### src/rtl/chiplet_defs.svh
`ifndef CHIPLET_DEFS_SVH
`define CHIPLET_DEFS_SVH

`define NUM_MSGS         4
`define TX_MEM_WORDS     64
`define PKT_LENGTH_WIDTH 8
`define SWITCH_BUF_DEPTH 8
`define NODE_ID_WIDTH    4

// start address of slot i sits at byte 4*i and the two registers follow them.
`define CFG_MEM_BASE     32'h0000_1000
`define CFG_TRIG_ADDR    32'h0000_0010
`define CFG_NODE_ADDR    32'h0000_0014

`endif

### src/rtl/chiplet_pkg.sv
`default_nettype none

`include "chiplet_defs.svh"

package chiplet_pkg;

    typedef logic [31:0] word_t;

    typedef logic [$clog2(`NUM_MSGS)-1:0] pkt_id_t;

    typedef logic [`NODE_ID_WIDTH-1:0] node_id_t;

    typedef logic [`PKT_LENGTH_WIDTH-1:0] pkt_len_t;

    typedef struct packed {
        logic     vc;
        pkt_id_t  id;
        node_id_t req;
    } flit_meta_t;

    typedef struct packed {
        flit_meta_t metadata;
        word_t      payload;
    } flit_t;

    // the header word carries the total flit count, header included, in its low bits.
    function automatic pkt_len_t header_num_flits(word_t header);
        return header[`PKT_LENGTH_WIDTH-1:0];
    endfunction

endpackage

`default_nettype wire

### src/rtl/tx_ifs.sv
`default_nettype none

`include "chiplet_defs.svh"

interface msg_table_if;
    import chiplet_pkg::*;

    logic [`NUM_MSGS-1:0]    trigger;
    word_t [`NUM_MSGS-1:0]   start_addr;
    node_id_t                node_id;
    logic                    done;
    pkt_id_t                 done_id;

    modport tbl (
        output trigger, start_addr, node_id,
        input  done, done_id
    );

    modport fsm (
        input  trigger, start_addr, node_id,
        output done, done_id
    );
endinterface

interface mem_rd_if;
    import chiplet_pkg::*;

    logic  ren;
    word_t addr;
    word_t rdata;
    logic  stall;

    modport mem (input ren, addr, output rdata, stall);

    modport fsm (output ren, addr, input rdata, stall);
endinterface

`default_nettype wire

### src/rtl/flit_counter.sv
`default_nettype none

module flit_counter #(
    parameter int NBITS = 8
) (
    input  logic             clk,
    input  logic             n_rst,
    input  logic             clear,
    input  logic             count_enable,
    input  logic [NBITS-1:0] overflow_val,
    output logic [NBITS-1:0] count_out,
    output logic             overflow_flag
);
    assign overflow_flag = (count_out == overflow_val);

    always_ff @(posedge clk, negedge n_rst) begin
        if (!n_rst) begin
            count_out <= '0;
        end else if (clear) begin
            count_out <= '0;
        end else if (count_enable && !overflow_flag) begin
            count_out <= count_out + 1'b1;
        end
    end

    // the limit may only move while the count is cleared.
    a_no_overrun: assert property (@(posedge clk) disable iff (!n_rst)
        count_out <= overflow_val);

endmodule

`default_nettype wire

### src/rtl/msg_table.sv
`default_nettype none

`include "chiplet_defs.svh"

module msg_table (
    input  logic                 clk,
    input  logic                 n_rst,
    input  logic                 cfg_wen,
    input  chiplet_pkg::word_t   cfg_addr,
    input  chiplet_pkg::word_t   cfg_wdata,
    msg_table_if.tbl             msg,
    output logic [`NUM_MSGS-1:0] msg_pending
);
    import chiplet_pkg::*;

    word_t [`NUM_MSGS-1:0] start_q;
    node_id_t              node_q;
    logic [`NUM_MSGS-1:0]  trigger_q;
    logic [`NUM_MSGS-1:0]  trig_set;
    logic [`NUM_MSGS-1:0]  trig_clr;
    logic                  tbl_wen;

    assign tbl_wen = cfg_wen && (cfg_addr < `CFG_MEM_BASE);

    assign trig_set = (tbl_wen && cfg_addr == `CFG_TRIG_ADDR) ?
                      cfg_wdata[`NUM_MSGS-1:0] : '0;
    assign trig_clr = msg.done ? (`NUM_MSGS'(1) << msg.done_id) : '0;

    always_ff @(posedge clk, negedge n_rst) begin
        if (!n_rst) begin
            start_q   <= '0;
            node_q    <= '0;
            trigger_q <= '0;
        end else begin
            for (int i = 0; i < `NUM_MSGS; i++) begin
                if (tbl_wen && cfg_addr == word_t'(4 * i)) begin
                    start_q[i] <= cfg_wdata;
                end
            end
            if (tbl_wen && cfg_addr == `CFG_NODE_ADDR) begin
                node_q <= cfg_wdata[`NODE_ID_WIDTH-1:0];
            end
            // a new trigger from software beats a completion on the same slot.
            trigger_q <= (trigger_q & ~trig_clr) | trig_set;
        end
    end

    assign msg.trigger    = trigger_q;
    assign msg.start_addr = start_q;
    assign msg.node_id    = node_q;
    assign msg_pending    = trigger_q;

    a_done_pending: assert property (@(posedge clk) disable iff (!n_rst)
        msg.done |-> trigger_q[msg.done_id]);

endmodule

`default_nettype wire

### src/rtl/tx_mem.sv
`default_nettype none

`include "chiplet_defs.svh"

module tx_mem (
    input  logic               clk,
    input  logic               n_rst,
    input  logic               cfg_wen,
    input  chiplet_pkg::word_t cfg_addr,
    input  chiplet_pkg::word_t cfg_wdata,
    mem_rd_if.mem              rd
);
    import chiplet_pkg::*;

    localparam int AW = $clog2(`TX_MEM_WORDS);

    word_t          mem [`TX_MEM_WORDS];
    word_t          wr_off;
    word_t          rd_off;
    logic [AW-1:0]  wr_idx;
    logic [AW-1:0]  rd_idx;
    logic           mem_wen;

    // both ports use config space byte addresses, so the base is removed here.
    assign mem_wen = cfg_wen && (cfg_addr >= `CFG_MEM_BASE);
    assign wr_off  = cfg_addr - `CFG_MEM_BASE;
    assign rd_off  = rd.addr - `CFG_MEM_BASE;
    assign wr_idx  = wr_off[AW+1:2];
    assign rd_idx  = rd_off[AW+1:2];

    always_ff @(posedge clk) begin
        if (mem_wen) begin
            mem[wr_idx] <= cfg_wdata;
        end
    end

    assign rd.rdata = mem[rd_idx];

    // there is a single port into the array, so software writes win.
    assign rd.stall = rd.ren && mem_wen;

    a_rd_in_range: assert property (@(posedge clk) disable iff (!n_rst)
        rd.ren |-> (rd.addr >= `CFG_MEM_BASE) &&
                   (rd.addr < `CFG_MEM_BASE + 4 * `TX_MEM_WORDS));

endmodule

`default_nettype wire

### src/rtl/tx_fsm.sv
`default_nettype none

`include "chiplet_defs.svh"

module tx_fsm (
    input  logic               clk,
    input  logic               n_rst,
    msg_table_if.fsm           msg,
    mem_rd_if.fsm              rd,
    output logic               flit_valid,
    input  logic               flit_ready,
    output chiplet_pkg::flit_t flit_data,
    input  logic               credit_return
);
    import chiplet_pkg::*;

    typedef enum logic [1:0] {
        IDLE,
        START,
        SEND
    } state_e;

    localparam pkt_len_t WINDOW = pkt_len_t'(3 * `SWITCH_BUF_DEPTH / 4);

    state_e   state, next_state;
    pkt_id_t  cur_id, next_id;
    pkt_len_t pkt_len, next_len;
    pkt_len_t sent;
    word_t    base_addr;
    word_t    held_payload;
    logic     len_clear;
    logic     len_done;
    logic     win_full;
    logic     accept;
    logic     holding;

    assign len_clear = (state == IDLE);
    assign accept    = flit_valid && flit_ready;

    flit_counter #(
        .NBITS(`PKT_LENGTH_WIDTH)
    ) u_len_cnt (
        .clk          (clk),
        .n_rst        (n_rst),
        .clear        (len_clear),
        .count_enable (accept),
        .overflow_val (pkt_len),
        .count_out    (sent),
        .overflow_flag(len_done)
    );

    flit_counter #(
        .NBITS(`PKT_LENGTH_WIDTH)
    ) u_win_cnt (
        .clk          (clk),
        .n_rst        (n_rst),
        .clear        (credit_return),
        .count_enable (accept),
        .overflow_val (WINDOW),
        .count_out    (),
        .overflow_flag(win_full)
    );

    always_ff @(posedge clk, negedge n_rst) begin
        if (!n_rst) begin
            state   <= IDLE;
            cur_id  <= '0;
            pkt_len <= '0;
            holding <= 1'b0;
        end else begin
            state   <= next_state;
            cur_id  <= next_id;
            pkt_len <= next_len;
            if (accept) begin
                holding <= 1'b0;
            end else if (flit_valid) begin
                holding <= 1'b1;
            end
        end
    end

    // a stalled flit keeps its payload here so a later memory stall cannot disturb it.
    always_ff @(posedge clk) begin
        if (flit_valid && !holding) begin
            held_payload <= rd.rdata;
        end
    end

    always_comb begin
        next_state = state;
        next_id    = cur_id;
        next_len   = pkt_len;
        msg.done   = 1'b0;
        case (state)
            IDLE: begin
                if (|msg.trigger) begin
                    next_state = START;
                    // highest set slot wins.
                    for (int i = 0; i < `NUM_MSGS; i++) begin
                        if (msg.trigger[i]) begin
                            next_id = pkt_id_t'(i);
                        end
                    end
                end
            end
            START: begin
                if (!rd.stall) begin
                    next_len   = header_num_flits(rd.rdata);
                    next_state = SEND;
                end
            end
            SEND: begin
                if (len_done) begin
                    msg.done   = 1'b1;
                    next_state = IDLE;
                end
            end
            default: begin
                next_state = IDLE;
            end
        endcase
    end

    assign msg.done_id = cur_id;

    // the sent count is zero in START, so the same address points at the header.
    assign base_addr = msg.start_addr[cur_id];
    assign rd.addr   = base_addr + (word_t'(sent) << 2);
    assign rd.ren    = (state == START) || (state == SEND && !len_done && !holding);

    assign flit_valid = holding || (state == SEND && !len_done && !win_full && !rd.stall);

    assign flit_data.metadata.vc  = 1'b0;
    assign flit_data.metadata.id  = cur_id;
    assign flit_data.metadata.req = msg.node_id;
    assign flit_data.payload      = holding ? held_payload : rd.rdata;

    a_flit_stable: assert property (@(posedge clk) disable iff (!n_rst)
        flit_valid && !flit_ready |=> flit_valid && $stable(flit_data));

endmodule

`default_nettype wire

### src/rtl/chiplet_tx_top.sv
`default_nettype none

`include "chiplet_defs.svh"

module chiplet_tx_top (
    input  logic                 clk,
    input  logic                 n_rst,
    input  logic                 cfg_wen,
    input  logic [31:0]          cfg_addr,
    input  logic [31:0]          cfg_wdata,
    output logic                 flit_valid,
    input  logic                 flit_ready,
    output chiplet_pkg::flit_t   flit_data,
    input  logic                 credit_return,
    output logic [`NUM_MSGS-1:0] msg_pending
);
    msg_table_if u_msg_if ();
    mem_rd_if    u_rd_if ();

    msg_table u_msg_table (
        .clk        (clk),
        .n_rst      (n_rst),
        .cfg_wen    (cfg_wen),
        .cfg_addr   (cfg_addr),
        .cfg_wdata  (cfg_wdata),
        .msg        (u_msg_if.tbl),
        .msg_pending(msg_pending)
    );

    tx_mem u_tx_mem (
        .clk      (clk),
        .n_rst    (n_rst),
        .cfg_wen  (cfg_wen),
        .cfg_addr (cfg_addr),
        .cfg_wdata(cfg_wdata),
        .rd       (u_rd_if.mem)
    );

    tx_fsm u_tx_fsm (
        .clk          (clk),
        .n_rst        (n_rst),
        .msg          (u_msg_if.fsm),
        .rd           (u_rd_if.fsm),
        .flit_valid   (flit_valid),
        .flit_ready   (flit_ready),
        .flit_data    (flit_data),
        .credit_return(credit_return)
    );

endmodule

`default_nettype wire

### config.mk
export PLATFORM = sky130hd
export DESIGN_NAME = chiplet_tx_top
export DESIGN_NICKNAME = d
export VERILOG_FILES = /design/src/rtl/chiplet_pkg.sv /design/src/rtl/tx_ifs.sv /design/src/rtl/flit_counter.sv /design/src/rtl/msg_table.sv /design/src/rtl/tx_mem.sv /design/src/rtl/tx_fsm.sv /design/src/rtl/chiplet_tx_top.sv
export VERILOG_INCLUDE_DIRS = /design/src /design/src/rtl
export SDC_FILE = /design/constraint.sdc
export NUM_CORES = 2
export LEC_CHECK = 0
export BUFFER_PORTS_ARGS = -buffer_cell sky130_fd_sc_hd__buf_2
export CAP_MARGIN = 5
export CORE_MARGIN = 3
export CORE_UTILIZATION = 35
export DETAILED_ROUTE_END_ITERATION = 16
export SLEW_MARGIN = 10
export SYNTH_ARGS = -nofsm -noshare
export SYNTH_HDL_FRONTEND = slang
export SYNTH_HIERARCHICAL = 1
export SYNTH_SLANG_ARGS = --single-unit
### constraint.sdc
create_clock -name clk -period 9.87 [get_ports clk]
set_input_delay 0.4935 -clock clk [delete_from_list [all_inputs] [get_ports clk]]
set_output_delay 0.4935 -clock clk [all_outputs]
set_load 0.1 [all_outputs]
==> flow_summary.yaml <==
global_routing:
  groute.usage.overall_pct: 18.48
  grt_pass1_wl_microns: 320700
  grtUsageMet2_pct: 28.69
  grt_overflow: 0
  met3_usage_pct: 3.739
  met1_usage_pct: 26.78
  grt-busiest-layer: "met2"
  grt_pass1_vias: 41300
  grt_max_degree: 100
  antenna_found_initial: 16
critical_path:
  max_stage_delay_ns: 1.02
  start_kind: "flop"
  path_common_cell: "mux4_2"
  path_class: "flop to output pin"
  cp_slowest_cell: "a211oi_1"
  crit_required_ns: 9.38
  path_cells: "mux4_2 -> ha_4 -> inv_1 -> fa_1 -> inv_8 -> buf_4 -> mux4_2 -> nor2b_1 -> a211oi_1 -> o22ai_1 -> and3_1 -> mux2_2 -> buf_2"
  worstSetupEndpointType: "output pin"
  worstPathArrival_ns: 6.81
  path_max_fanout: 74
clocking:
  tritoncts: "yes"
  post_cts_buffers: 0
  numCtsBuffers: 208
  cts.repair.resized: 0
  htree_levels: 4
  root_buffer: "clkbuf_16"
  clockBufferDepth: 3
  cts_sinks: 2141
  insertion_delay_ns: 0.84
  clkTransAtPathRegs_ns: 0.06
  cts.hold.buffers_added: 3
floorplanning:
  die_h_microns: 493.2
  core_sq_um: 235600
  start_util_pct: 35.26
  ios: 113
  dieArea_sq_um: 243200
  die_x_microns: 493.2
  core.rowCount: 178
route:
  drcViolationCount: 0
  drt_iter0_drc: 5254
  wl_per_cell_microns: 30.97
  vias: 41480
  drt-vias-per-instance: 5.653
  postRouteAntennaNets: 0
  drt_wl_total_microns: 227300
  drt_pre_antenna_iters: 6
sta:
  drv_slew: 0
  setup_tns_ns: 0
  skew_ns: 0.05119
  min_period_over_period_pct: 73.99
  max_freq_mhz: 136.9
  fin_crit_ns: 7.302
  slew-limit-headroom_pct: 17.12
  final-hold-violation-count: 0
  worst_pin_slew_ns: 1.236
  setup_viol: 0
  rsz0062_at_grt: "false"
layout:
  final_cell_mix: "2080 x edfxtp_1, 506 x mux4_2, 209 x clkbuf_16, 123 x buf_4, 108 x buf_2"
  fin_cells: 7337
  drive_gt1_share_pct: 29.14
  nNetsFinal: 4093
  area_growth_pct: 13.77
  layout_commonest_cell: "edfxtp_1"
status:
  status: "finished clean"
logic_synthesis:
  syn_inst: 3784
  syn_avg_cell_area_sq_um: 21.95
  ys_warn_count: 6
  synth_area_sq_um: 83070
placement:
  numPortBuffers: 111
  dp_hpwl_microns: 121600
  dp_cells: 6952
  gp_congestion: 0.7562
pwr:
  ir_drop_mv: 0.1878
  p_leak_uw: 0.02825
  power_density_nw_per_um2: 190.4
  power_uw: 17990
min_path:
  holdCritPathClass: "input pin to flop"
run:
  max_cap_viol_count: 0
==> power breakdown <==
part           total (uW)  switching (uW)  internal (uW)
clock network        7690            3410           4280
registers           10000            12.2          10000
logic                 262             220           42.0
total               18000            3640          14400
==> critical path, delay by kind of cell (launching register included) <==
kind / cells / cell delay (ns)
simple gates: 2 / 0.39
flops: 1 / 0.67
buf+inv: 4 / 1.57
fa+ha+maj: 2 / 0.66
compound gates: 2 / 1.22
mux: 3 / 1.28
==> metrics by stage <==
stage	hold WS, ns	instance area [sq um]	setup slack (ns)	util, %
after floorplan	0.1979	83100	4.820	-
after global placement	0.4561	87920	3.285	37.31
after detailed placement	0.4636	87920	3.284	37.31
after CTS	0.09468	94500	2.394	40.10
after global routing	0.1442	94510	2.362	40.11
final	0.1587	94510	2.568	40.11
==> worst paths after layout <==
kind                                          from                         to  slack (ns)  depth (start not counted)
max                        u_tx_fsm/msg.done_id[0]              flit_data[19]        2.57                         13
max in group asynchronous                    n_rst           u_tx_fsm/holding        8.88                          3
min in group asynchronous                    n_rst        u_tx_fsm/pkt_len[7]        0.38                          3
max reg2reg                u_tx_fsm/msg.done_id[0]  u_tx_fsm/held_payload[19]        4.18                         11
min reg2reg                      u_tx_fsm/state[1]          u_tx_fsm/state[0]        0.48                          1
min                                        cfg_wen          u_tx_fsm/state[1]        0.16                          3
==> sequential cells by signal (all words and copies together) (netlist names) <==
| name | count |
|---|---|
| u_tx_fsm/holding | 1 |
| u_msg_table/msg.node_id | 4 |
| u_tx_fsm/u_len_cnt/count_out | 8 |
| u_tx_fsm/state | 2 |
| u_tx_fsm/u_win_cnt/count_out | 8 |
| u_tx_fsm/msg.done_id | 2 |
| u_tx_mem/mem | 2048 |
| u_msg_table/msg.start_addr | 24 |
| u_msg_table/msg.trigger | 4 |
| u_tx_fsm/pkt_len | 8 |
| u_tx_fsm/held_payload | 32 |
==> layout make-up <==
cell class / instances / area (sq um)
antenna: 4 / 10.01
timing repair buffer: 243 / 1674
multi-input combinational: 1410 / 18310
tap: 3150 / 3941
sequential: 2141 / 63990
clock buffer: 249 / 5380
clock inverter: 129 / 1166
inverter: 11 / 48.80
fill: 20770 / 141100
==> layer usage <==
metal	vias up	part of all wire, %
met5	-	0.020
met4	8	2.4
met3	318	9.2
met2	2030	47
met1	22630	41
li1	16490	-
Note: power is estimated with default switching activity, not from simulation.
